===== config.mk =====
export PLATFORM = sky130hd
export DESIGN_NAME = icache_ctrl
export DESIGN_NICKNAME = d
export VERILOG_FILES = /design/src/rtl/icache_pkg.sv /design/src/rtl/icache_ctrl.sv
export VERILOG_INCLUDE_DIRS = /design/src /design/src/include
export SDC_FILE = /design/constraint.sdc
export NUM_CORES = 1
export LEC_CHECK = 0
export BUFFER_PORTS_ARGS = -buffer_cell sky130_fd_sc_hd__buf_2
export CAP_MARGIN = 5
export CELL_PAD_IN_SITES_DETAIL_PLACEMENT = 1
export CELL_PAD_IN_SITES_GLOBAL_PLACEMENT = 2
export CORE_UTILIZATION = 16
export DETAILED_ROUTE_END_ITERATION = 8
export GPL_ROUTABILITY_DRIVEN = 0
export PLACE_DENSITY = 0.88
export SETUP_SLACK_MARGIN = 0.4
export SLEW_MARGIN = 0
export SYNTH_ARGS = -nofsm -noshare
export SYNTH_HDL_FRONTEND = slang
export SYNTH_SLANG_ARGS = --single-unit

===== constraint.sdc =====
create_clock -name clk_i -period 3.7 [get_ports clk_i]
set_input_delay 0 -clock clk_i [delete_from_list [all_inputs] [get_ports clk_i]]
set_output_delay 0 -clock clk_i [all_outputs]
set_load 0.05 [all_outputs]

===== src/include/icache_defs.svh =====
// instruction cache geometry, address field widths and replacement LFSR constants
`ifndef ICACHE_DEFS_SVH
`define ICACHE_DEFS_SVH

// geometry
`define ICACHE_WAYS       4
`define ICACHE_SETS       16
`define ICACHE_LINE_WORDS 4
`define ICACHE_WORD_W     32
`define ICACHE_ADDR_W     32

// derived widths
`define ICACHE_WAY_W  ($clog2(`ICACHE_WAYS))
`define ICACHE_IDX_W  ($clog2(`ICACHE_SETS))
`define ICACHE_OFF_W  ($clog2(`ICACHE_LINE_WORDS * `ICACHE_WORD_W / 8))
`define ICACHE_WSEL_W ($clog2(`ICACHE_LINE_WORDS))
`define ICACHE_TAG_W  (`ICACHE_ADDR_W - `ICACHE_IDX_W - `ICACHE_OFF_W)
`define ICACHE_LINE_W (`ICACHE_LINE_WORDS * `ICACHE_WORD_W)

// replacement lfsr, galois form of x^8 + x^6 + x^5 + x^4 + 1
`define ICACHE_LFSR_W    8
`define ICACHE_LFSR_SEED 8'hA5
`define ICACHE_LFSR_TAPS 8'hB8

`endif


===== src/rtl/icache_pkg.sv =====
// shared structs and enums of the instruction cache and its testbench
`include "icache_defs.svh"

package icache_pkg;

  // word-aligned fetch address
  typedef struct packed {
    logic [`ICACHE_ADDR_W-1:0] addr;
  } fetch_req_t;

  typedef struct packed {
    logic [`ICACHE_WORD_W-1:0] data;
    logic [`ICACHE_ADDR_W-1:0] addr;
  } fetch_rsp_t;

  // line refill request, nc marks a fill that is not written into the arrays
  typedef struct packed {
    logic [`ICACHE_ADDR_W-1:0] addr;
    logic [`ICACHE_WAY_W-1:0]  way;
    logic                      nc;
  } fill_req_t;

  typedef enum logic {IFILL, INVAL} rtrn_type_e;

  typedef struct packed {
    rtrn_type_e                rtype;
    logic [`ICACHE_LINE_W-1:0] data;
    // invalidation target
    logic [`ICACHE_IDX_W-1:0]  idx;
    logic                      all;
    logic                      vld;
    logic [`ICACHE_WAY_W-1:0]  way;
  } mem_rtrn_t;

  typedef enum logic [1:0] {FLUSH, IDLE, READ, MISS} ctrl_state_e;

  // array commands, reads and writes use separate set indices
  typedef struct packed {
    logic                     rd;
    logic                     wr;
    logic                     vld_we;
    logic                     all_ways;
    logic                     vld_wdata;
    logic [`ICACHE_IDX_W-1:0] rd_idx;
    logic [`ICACHE_IDX_W-1:0] idx;
  } array_cmd_t;

endpackage


===== src/rtl/icache_ctrl.sv =====
// instruction cache controller sequencing flush, lookup, miss refill and invalidations
`include "icache_defs.svh"

module icache_ctrl (
  input  logic                      clk_i,
  input  logic                      rst_ni,
  input  logic                      en_i,
  input  logic                      flush_i,
  input  logic                      fetch_valid_i,
  input  icache_pkg::fetch_req_t    fetch_i,
  input  logic                      rtrn_valid_i,
  input  icache_pkg::mem_rtrn_t     rtrn_i,
  input  logic [`ICACHE_WAYS-1:0]   hit_i,
  input  logic [`ICACHE_WAY_W-1:0]  victim_way_i,
  output icache_pkg::array_cmd_t    cmd_o,
  output logic                      use_refill_o,
  output logic                      rsp_valid_o,
  output logic [`ICACHE_ADDR_W-1:0] rsp_addr_o,
  output logic                      fill_valid_o,
  output icache_pkg::fill_req_t     fill_o,
  output logic                      busy_o,
  output logic                      miss_o
);

  icache_pkg::ctrl_state_e   state_q, state_d;
  logic [`ICACHE_IDX_W-1:0]  flush_cnt_q;
  logic                      flush_q, flush_d;
  logic                      cache_en_q, cache_en_d;
  // invalidation seen in the lookup strobe cycle
  logic                      inv_q;
  logic                      nc_q, nc_d;
  logic [`ICACHE_WAY_W-1:0]  way_q, way_d;
  logic [`ICACHE_ADDR_W-1:0] addr_q;
  logic                      inv_now, fill_now, fetch_take, hit_ok;

  assign inv_now    = rtrn_valid_i && (rtrn_i.rtype == icache_pkg::INVAL);
  assign fill_now   = rtrn_valid_i && (rtrn_i.rtype == icache_pkg::IFILL);
  assign fetch_take = (state_q == icache_pkg::IDLE) && fetch_valid_i;
  // an invalidation in either lookup cycle turns the hit into a miss
  assign hit_ok     = cache_en_q && (|hit_i) && !inv_q && !inv_now;

  assign busy_o       = (state_q != icache_pkg::IDLE);
  assign use_refill_o = (state_q == icache_pkg::MISS);
  assign rsp_addr_o   = addr_q;

  // line-aligned request whose way and nc follow the lookup result
  assign fill_o.addr = {addr_q[`ICACHE_ADDR_W-1:`ICACHE_OFF_W], {`ICACHE_OFF_W{1'b0}}};
  assign fill_o.way  = way_d;
  assign fill_o.nc   = nc_d;

  //////////////////////////////////////////////////////////////////////
  // state machine
  //////////////////////////////////////////////////////////////////////

  always_comb begin
    state_d      = state_q;
    flush_d      = flush_q | flush_i;
    // disabling takes effect at once and enabling only through a flush
    cache_en_d   = cache_en_q & en_i;
    nc_d         = nc_q;
    way_d        = way_q;
    rsp_valid_o  = 1'b0;
    fill_valid_o = 1'b0;
    miss_o       = 1'b0;
    case (state_q)
      icache_pkg::FLUSH: begin
        if (&flush_cnt_q) begin
          state_d    = icache_pkg::IDLE;
          cache_en_d = en_i;
        end
      end
      icache_pkg::IDLE: begin
        // a fetch goes first and a pending flush waits for the next idle cycle
        if (fetch_valid_i) begin
          state_d = icache_pkg::READ;
        end else if (flush_d || (en_i && !cache_en_q)) begin
          state_d = icache_pkg::FLUSH;
          flush_d = 1'b0;
        end
      end
      icache_pkg::READ: begin
        if (hit_ok) begin
          rsp_valid_o = 1'b1;
          state_d     = icache_pkg::IDLE;
        end else begin
          // a line still present after a forced miss is refetched without allocating
          fill_valid_o = 1'b1;
          nc_d         = !cache_en_q || (|hit_i);
          miss_o       = !nc_d;
          way_d        = victim_way_i;
          state_d      = icache_pkg::MISS;
        end
      end
      icache_pkg::MISS: begin
        if (fill_now) begin
          rsp_valid_o = 1'b1;
          state_d     = icache_pkg::IDLE;
        end
      end
      default: begin
        state_d = icache_pkg::FLUSH;
      end
    endcase
  end

  //////////////////////////////////////////////////////////////////////
  // array commands by priority of flush over invalidation over refill write
  //////////////////////////////////////////////////////////////////////

  always_comb begin
    cmd_o        = '0;
    cmd_o.rd     = fetch_take && cache_en_q;
    cmd_o.rd_idx = fetch_i.addr[`ICACHE_IDX_W+`ICACHE_OFF_W-1:`ICACHE_OFF_W];
    cmd_o.idx    = addr_q[`ICACHE_IDX_W+`ICACHE_OFF_W-1:`ICACHE_OFF_W];
    if (state_q == icache_pkg::FLUSH) begin
      cmd_o.vld_we   = 1'b1;
      cmd_o.all_ways = 1'b1;
      cmd_o.idx      = flush_cnt_q;
    end else if (inv_now && (rtrn_i.all || rtrn_i.vld)) begin
      cmd_o.vld_we   = 1'b1;
      cmd_o.all_ways = rtrn_i.all;
      cmd_o.idx      = rtrn_i.idx;
    end else if ((state_q == icache_pkg::MISS) && fill_now && !nc_q && cache_en_q) begin
      cmd_o.wr        = 1'b1;
      cmd_o.vld_we    = 1'b1;
      cmd_o.vld_wdata = 1'b1;
    end
  end

  always_ff @(posedge clk_i or negedge rst_ni) begin
    if (!rst_ni) begin
      state_q     <= icache_pkg::FLUSH;
      flush_cnt_q <= '0;
      flush_q     <= 1'b0;
      cache_en_q  <= 1'b0;
      inv_q       <= 1'b0;
      nc_q        <= 1'b0;
    end else begin
      state_q     <= state_d;
      // wraps to zero as the walk ends
      if (state_q == icache_pkg::FLUSH) begin
        flush_cnt_q <= flush_cnt_q + 1'b1;
      end
      flush_q     <= flush_d;
      cache_en_q  <= cache_en_d;
      inv_q       <= inv_now;
      nc_q        <= nc_d;
    end
  end

  // fetch address and victim way
  always_ff @(posedge clk_i) begin
    if (fetch_take) begin
      addr_q <= fetch_i.addr;
    end
    way_q <= way_d;
  end

  // outside a flush walk the set counter rests at zero
  a_state_legal: assert property (@(posedge clk_i) disable iff (!rst_ni)
    (state_q != icache_pkg::FLUSH) |-> (flush_cnt_q == '0))
    else $error("icache_ctrl: flush counter out of step with the state");

  // fill returns come only while a miss waits
  a_fill_in_miss: assert property (@(posedge clk_i) disable iff (!rst_ni)
    fill_now |-> (state_q == icache_pkg::MISS))
    else $error("icache_ctrl: fill return outside of a miss");

  a_no_fetch_busy: assert property (@(posedge clk_i) disable iff (!rst_ni)
    fetch_valid_i |-> !busy_o)
    else $error("icache_ctrl: fetch strobe while busy");

endmodule


---- Word level (Yosys, flattened, before mapping) ----
Index checks and enable logic that the tools add are counted.
cells by class
  $add $sub $neg .......................... 1
  equality and inequality tests ........... 7
  multiplexer cells ....................... 33
  bitwise logic cells ..................... 3
  reduce and logical (&&, ||, !) cells .... 24
operators with widths
  kind                                                   count
  2-to-1 mux 1 bit                                       20
  2-to-1 mux 2 bit                                       9
  logical AND 1 bit                                      12
  2-to-1 mux 4 bit                                       2
  one-hot mux 2 bit (4 select lines)                     1
  logical NOT 1 bit                                      5
  adder 4 x 1 -> 4 bit, second input constant            1
  equality test 2 bit, second input constant             2
  inequality test 2 x 1 -> 1 bit, second input constant  2
  AND reduction 4 bit                                    1
  OR reduction 4 bit                                     1
  logical OR 1 bit                                       3
  inequality test 3 x 2 -> 1 bit, second input constant  1
  AND reduction 3 bit                                    1
  equality test 2 x 1 -> 1 bit, second input constant    1
  logical NOT 2 bit                                      1
  inequality test 2 bit, second input constant           1
  one-hot mux 1 bit (2 select lines)                     1
  AND 1 bit                                              1
  inverter 1 bit                                         1
  bitwise OR 1 bit                                       1
word-level totals
  register bits ........................... 44
  bits of input ports ..................... 181
  output and inout bits ................... 85
  word-level logic and storage cells ...... 76

---- Depth between registers and ports, before layout ----
Gate-level depths: netlist of the first run.
  depth in word-level cells ............... 8
  mapped depth ............................ 7
  mapped depth without buffers ............ 6

---- Least setup slack after synthesis of the first run ----
No wires, ideal clock.
  kind .................................... register to output
  start point ............................. register state_q[0]
  end point ............................... output cmd_o[11] (netlist bit)
  data arrival time ....................... 2,530 ps
  data required time ...................... 3,700 ps
  setup slack ............................. 1,170 ps
  cell stages (with the launch flop) ...... 5
  buffers on the path ..................... 1
  cell sequence ........................... dfrtp_1 -> ha_1 -> nand4b_1 -> nor3_1 -> buf_4
RTL lines
  element                   RTL line            RTL
  start: declaration        icache_ctrl.sv:25   icache_pkg::ctrl_state_e state_q, state_d;
  start signal: assignment  icache_ctrl.sv:132  state_q <= icache_pkg::FLUSH;
  start signal: assignment  icache_ctrl.sv:139  state_q <= state_d;
  end: declaration          icache_ctrl.sv:15   output icache_pkg::array_cmd_t cmd_o,

==> results of run 1 <==
power by group through the flow:
stage	clock, mW	combinational (mW)	sequential, mW
3_5_place_dp	0	1.18	0.758
4_1_cts	0.521	1.22	0.748
2_1_floorplan	0	0.751	0.963
6_report	0.500	1.20	0.748
3_3_place_gp	0	1.15	0.746
5_1_grt	0.536	1.27	0.765
metal layers:
metal,routed length (um),GRT usage (%)
met5,0,0
met4,200,5.09
met3,532,3.19
met2,3460,19.2
met1,2160,9.07
logic make-up (layout without fill, tap and decap cells):
kind of cell / Yosys count / in the layout / synth area share, %
adder cells (fa/ha/maj): 5 / 5 / 3.15
flip-flops: 44 / 44 / 63.0
multiplexers: 9 / 9 / 4.72
XOR/XNOR: 3 / 3 / 1.32
AND/OR/NAND/NOR: 25 / 25 / 6.49
AO/OA/AOI/OAI: 13 / 13 / 5.10
buffers and inverters: 47 / 185 / 16.1
other: 1 / 4 / 0.189
cells in the final DEF, fill, tap and decap left out, types with 2 or more instances in the layout:
cell type      count
edfxtp_1          32
clkbuf_16          5
o21ai_0            6
buf_2            131
mux2_2             3
dfrtp_1           10
nand2_1            8
xnor2_1            2
nor2b_1            2
mux2i_1            6
conb_1             4
dlygate4sd3_1     38
ha_1               5
nor2_1             6
dfxtp_1            2
a32oi_1            2
inv_1              7
stage by stage:
stage                     instances  setup WS (ns)  power, mW
after floorplan                 150           1.17       1.71
after global placement          410           1.90       1.90
after detailed placement        410           1.87       1.93
after CTS                       456           1.55       2.48
after global routing            456           1.44       2.57
final                           456           1.61       2.45
worst register-to-register path, delay by kind of cell, from the launching register on:
| kind | cells | cell delay (ns) |
|---|---|---|
| adder cells (fa/ha/maj) | 1 | 0.23 |
| buffers and inverters | 2 | 0.66 |
| flip-flops | 1 | 0.40 |
| AND/OR/NAND/NOR | 2 | 0.29 |
sequential cells by signal, summed over array words and instances, names as in the netlist:
register and count:
rsp_addr_o 32, flush_cnt_q 4, state_q 2, way_q 2, cache_en_q 1, flush_q 1
inv_q 1, nc_q 1
area by class of cell:
type                    count  area (um2)
repair buffers            170        1040
multi-input cells          59         428
clock inverters             3        42.5
well taps                 168         210
inverters                   7        26.3
clock buffers               5         125
fillers                  1370        8930
flip-flops and latches     44        1250
how the worst max path moves through the flow:
stage,endpoint,depth (start not counted)
after floorplan,cmd_o[11],4
after global placement,cmd_o[8],4
after detailed placement,cmd_o[11],4
after CTS,cmd_o[11],4
after global routing,cmd_o[11],4
final,cmd_o[11],4
==> metrics.md, run 1 <==
| Metric | Value |
|---|---|
| Number of cells upsized or downsized after cts | 0 |
| Most frequent cells after synthesis | buf_4 (38), edfxtp_1 (32), dfrtp_1 (10) |
| DRC Markers | 0 |
| Sequence of cells on the critical path | inv_1 > ha_1 > nor3_1 > buf_2 |
| Antenna-violating nets left | 0 |
| Clock Pin Slew Worst Setup and Hold Paths | about 0.06 ns |
| Crit path max fanout | 17 |
| Post-route cell area | 3130 um2 |
| Synth area leaders | edfxtp_1 (48%), buf_4 (14%), dfrtp_1 (13%) |
| Largest net degree at the start of global routing | 34 |
| Critical Path Source | state_q[0] |
| Antenna violations before repair | 0 |
| Worst path bufs/invs | 2 |
| Clock power frac | 20.4% |
| Sequential element share of the synthesized area | 63.0% |
| Core Util, Final | 25.9% |
| Setup TNS | 0 ns |
| Top delay family on crit path | simple AND/OR/NAND/NOR gates |
| Final HPWL DP | 4.70 mm |
| Vias/cell | 3.59 |
| Antenna cells | 0 |
| Final hold slack | ~0.12 ns |
| Reg2Reg Depth | 5 |
| Final Cycle Share | 56.6% |
| Share of cells above drive strength 1 | 51.0% |
| CTS Buffer Depth | 2 |
| Crit path launch type | flop |
| Drt wl/cell | 13.9 um |
| Sw Share | 48.1% |
| Count of input and output buffers | between 100 and 150 |
| Num CTS Buffers | 5 |
| Reg2reg end | flush_q |
| CTS sink count | 44 |
| Worst hold path type | in -> async |
| Yosys cell types | 31 |
| Post-Synthesis Cells | 147 |
| Starting DRC count in detailed routing | 118 |
| Crit-path slowest cell | nor3_1 |
| Post-CTS Hold Fix Bufs | 38 |
| Site Rows | 40 |
| Via count | 1,635 |
| Root buf cell | clkbuf_16 |
| Slew Viols, Final | 0 |
| Final setup fails | 0 |
| Core box area | 12,100 um2 |
| Worst EP required | 3.70 ns |
| Mapped Avg Cell Area | 13.5 um2 |
| CTS tree | yes |
| Worst Max-Slew Pin Slew | 0.611 ns |
| Vias in the first global route | 1,657 |
| Async S/R FF share, synth | roughly 23% |
| R2r setup slk | roughly 2 ns |
| Int Pwr | roughly 1.3 mW |
| Min Tclk post-route | roughly 2.1 ns |
| CP arrival | 2.09 ns |
| Global-route wire length before repair | 9.26 mm |
| RSZ-0062 raised after global routing | false |
| Layout Skew | between 0.005 and 0.006 ns |
| Post-Syn Area | a little under 2000 um2 |
| Most frequent cell after synthesis | buf_4 |
| Yosys top cell area share | 48.4% |
| Area after DPL | 2580 um2 |
| Post-synthesis register bit count | 44 |
| Total Routing Usage GR | under 10% |
| MaxCap Viol Count | 0 |
| EDFF count, synth | 32 |
| Die Width | around 110 um |
| Synth Warn # | 0 |
| Worst-Skew Late Latency | 0.28 ns |
| Sequential share of power | 30.6% |
| CP endpoint kind | output pin |
| Final nets | 473 |
| Grt ovf | 0 |
| Pleak | 1.42 nW |
| Max IR drop VDD | 179 uV |
| H-tree depth | 2 |
| Synth Flop Type | edfxtp_1 |
| Max incr delay on CP | 0.55 ns |
| Setup Crit Path Kind | reg -> out |
| Die H | about 110 um |
| Psw | 1.18 mW |
| Outcome | complete, no violations |
| Worst r2r src | state_q[1] |
| Max-slew headroom | 59.3% |
| Fmax | 0.478 GHz |
| Initial Util | 16.5% |
| Post-synth top area cell | edfxtp_1 |
| Final Hold Fails | 0 |
| Ports | ~270 |
| DRT Wirelength | ~6.4 mm |
| Post-CTS Setup Bufs | 0 |
| DRT Pass-1 Iters | 4 |
| Layout area overhead | 57.4% |
| Die area | 12,900 um2 |
| Comb power frac | between 40% and 50% |
| Pwr Density | 783 nW/um2 |
Note: power is estimated with default switching activity, not from simulation.
==> run 2, diff against run 1 <==
--- a/config.mk
+++ b/config.mk
@@ -10,10 +10,10 @@
 export CAP_MARGIN = 5
 export CELL_PAD_IN_SITES_DETAIL_PLACEMENT = 1
 export CELL_PAD_IN_SITES_GLOBAL_PLACEMENT = 2
-export CORE_UTILIZATION = 16
+export CORE_UTILIZATION = 15
 export DETAILED_ROUTE_END_ITERATION = 8
 export GPL_ROUTABILITY_DRIVEN = 0
-export PLACE_DENSITY = 0.88
+export PLACE_DENSITY = 0.83
 export SETUP_SLACK_MARGIN = 0.4
 export SLEW_MARGIN = 0
 export SYNTH_ARGS = -nofsm -noshare
==> constraint.sdc (replaced) <==
create_clock -name clk_i -period 2.1 [get_ports clk_i]
set_input_delay 0 -clock clk_i [delete_from_list [all_inputs] [get_ports clk_i]]
set_output_delay 0 -clock clk_i [all_outputs]
set_load 0.05 [all_outputs]
==> metrics.md, run 2 (synthesized netlist as in run 1, its figures left out) <==
| Metric | Value |
|---|---|
| Largest net degree at the start of global routing | 24 (-29%) |
| CTS Buffer Depth | 2 (unchanged) |
| Fillcell total | 1,447 (+5.6%) |
| CP most frequent cell | inv_2 |
| Crit path max fanout | 5 (-12) |
| Num CTS Buffers | 5 (unchanged) |
| Max reg flops | 32 (unchanged) |
| H-tree depth | 2 (unchanged) |
| Final setup fails | 0 (unchanged) |
| DRT Pass-1 Iters | 4 (unchanged) |
| Starting DRC count in detailed routing | 42 (-64%) |
| Worst EP required | 2.10 ns (-1.60 ns) |
| Die Width | 117 um (+3.2%) |
| Final Cycle Share | a little over four fifths |
| Total Routing Usage GR | 8.74% (-1.1 points) |
| Slew Viols, Final | 0 (unchanged) |
| Worst hold path type | in -> async |
| Sequence of cells on the critical path | inv_2 > ha_4 > inv_2 > a31oi_4 > mux2_4 > buf_8 |
| Min Tclk post-route | 1.75 ns |
| Initial Util | 15.6% (-0.92 points) |
| CTS tree | yes |
| Pwr Density | 1380 nW/um2 (+76%) |
| Core box area | 12,800 um2 (+5.9%) |
| Most frequent cells in the layout | buf_2 (122), dlygate4sd3_1 (38), edfxtp_1 (32) |
| MaxCap Viol Count | 0 (unchanged) |
| Commonest non-fill, non-tap cell in the layout | buf_2 |
| Drt wl/cell | 13.4 um (-3.5%) |
| Die area | 13,700 um2 (+6.5%) |
| Worst path bufs/invs | 3 (+1) |
| DRT Wirelength | 6.40 mm (+0.74%) |
| Antenna violations before repair | 1 (+1) |
| Max incr delay on CP | 0.41 ns (-0.14 ns) |
| Levels on crit path | 6 (+2) |
| Site Rows | 41 (+2.5%) |
| CP arrival | 1.75 ns (-0.34 ns) |
| Die H | 117 um (+3.2%) |
| Crit-path slowest cell | dfrtp_1 |
| Vias in the first global route | 1,626 (-1.9%) |
| Setup Crit Path Kind | reg -> out |
| Top delay family on crit path | flip-flops |
| Grt ovf | 0 (unchanged) |
| Setup TNS | 0 ns (unchanged) |
| RSZ-0062 raised after global routing | true |
| Post-route cell area | 3370 um2 (+7.6%) |
| CP endpoint kind | output pin |
| Layout area overhead | 69.4% |
| DRC Markers | 0 (unchanged) |
| Worst-Skew Late Latency | 0.28 ns (about the same) |
| Share of cells above drive strength 1 | 57.1% (+6.1 points) |
| Ports | 266 (unchanged) |
| Vias/cell | 3.53 (-1.6%) |
| Global-route wire length before repair | 8.60 mm (-7.1%) |
| Antenna-violating nets left | 0 (unchanged) |
| Root buf cell | clkbuf_16 |
| Final nets | 488 (+3.2%) |
| Core Util, Final | 26.3% (+0.43 points) |
| Pleak | 1.52 nW (+7.2%) |
| CTS sink count | 44 (unchanged) |
| Reg2Reg Depth | 6 (+1) |
| Layout Skew | 0.00333 ns (-0.00225 ns) |
| Area after DPL | 2630 um2 (+2.0%) |
| Via count | 1,680 (+2.8%) |
| Crit path launch type | flop |
| Outcome | complete, no violations |
| Count of input and output buffers | 131 (unchanged) |
| Fmax | 0.572 GHz |
| Final HPWL DP | 4.79 mm (+1.9%) |
| Clock Pin Slew Worst Setup and Hold Paths | 0.06 ns (about the same) |
| Final Hold Fails | 0 (unchanged) |
| Max IR drop VDD | 345 uV (+93%) |
## run 2: cell count changes in the layout (fill, tap and decap cells not counted), sizes merged
cell | previous run | this run
buf | 132 | 144
clkbuf | 5 | 8
diode | 0 | 1
## run 2: metal layers
| metal | GRT usage (%) | part of all wire, % | up-vias |
|---|---|---|---|
| met5 | 0 | 0 | - |
| met1 | 8.85 | 36 | 804 |
| met4 | 3.54 | 1.5 | 0 |
| met2 | 15.9 | 51 | 91 |
| met3 | 3.66 | 11 | 6 |
| li1 | - | - | 779 |
## run 2: area by class of cell
cell class | instances | area, um2 | area share, %
sequential | 44 | 1250 | 37.2
timing repair buffer | 185 | 1220 | 36.2
multi-input combinational | 59 | 484 | 14.4
tap | 172 | 215 | 6.39
clock buffer | 5 | 125 | 3.72
clock inverter | 3 | 42.5 | 1.26
inverter | 7 | 26.3 | 0.781
antenna | 1 | 2.50 | 0.0743
## run 2: repair_timing
item / 4_1_cts / 5_1_grt
hold buffers: 38 / 0
gates cloned: 0 / 0
pin swaps: 1 / 9
setup buffers: 3 / 11
endpoints found under the hold margin: 46 / 0
endpoints found under the setup margin: 34 / 34
gates resized for setup: 11 / 14
## run 2: metrics by stage
step	setup slack, ns	cells	power, mW	hold WS (ns)
after floorplan	0.279	150	3.06	-0.296
after global placement	0.465	415	3.43	-0.121
after detailed placement	0.356	415	3.47	-0.119
after CTS	0.317	464	4.51	0.113
after global routing	0.277	475	4.88	0.132
final	0.351	476	4.63	0.111
## run 2: power breakdown
group          switching (mW)  internal [mW]
combinational            1.70          0.738
sequential              0.130           1.19
clock                   0.324          0.558
## run 2: worst paths after layout
path                               from    endpoint  slack [ns]
setup / recovery             state_q[0]   fill_o[1]        0.35
max in group asynchronous        rst_ni  cache_en_q        1.78
setup reg to reg             state_q[1]  state_q[1]        0.54
min in group clk_i         rtrn_valid_i       inv_q        0.13
hold reg to reg                way_q[1]    way_q[1]        0.49
hold / removal                   rst_ni     flush_q        0.11
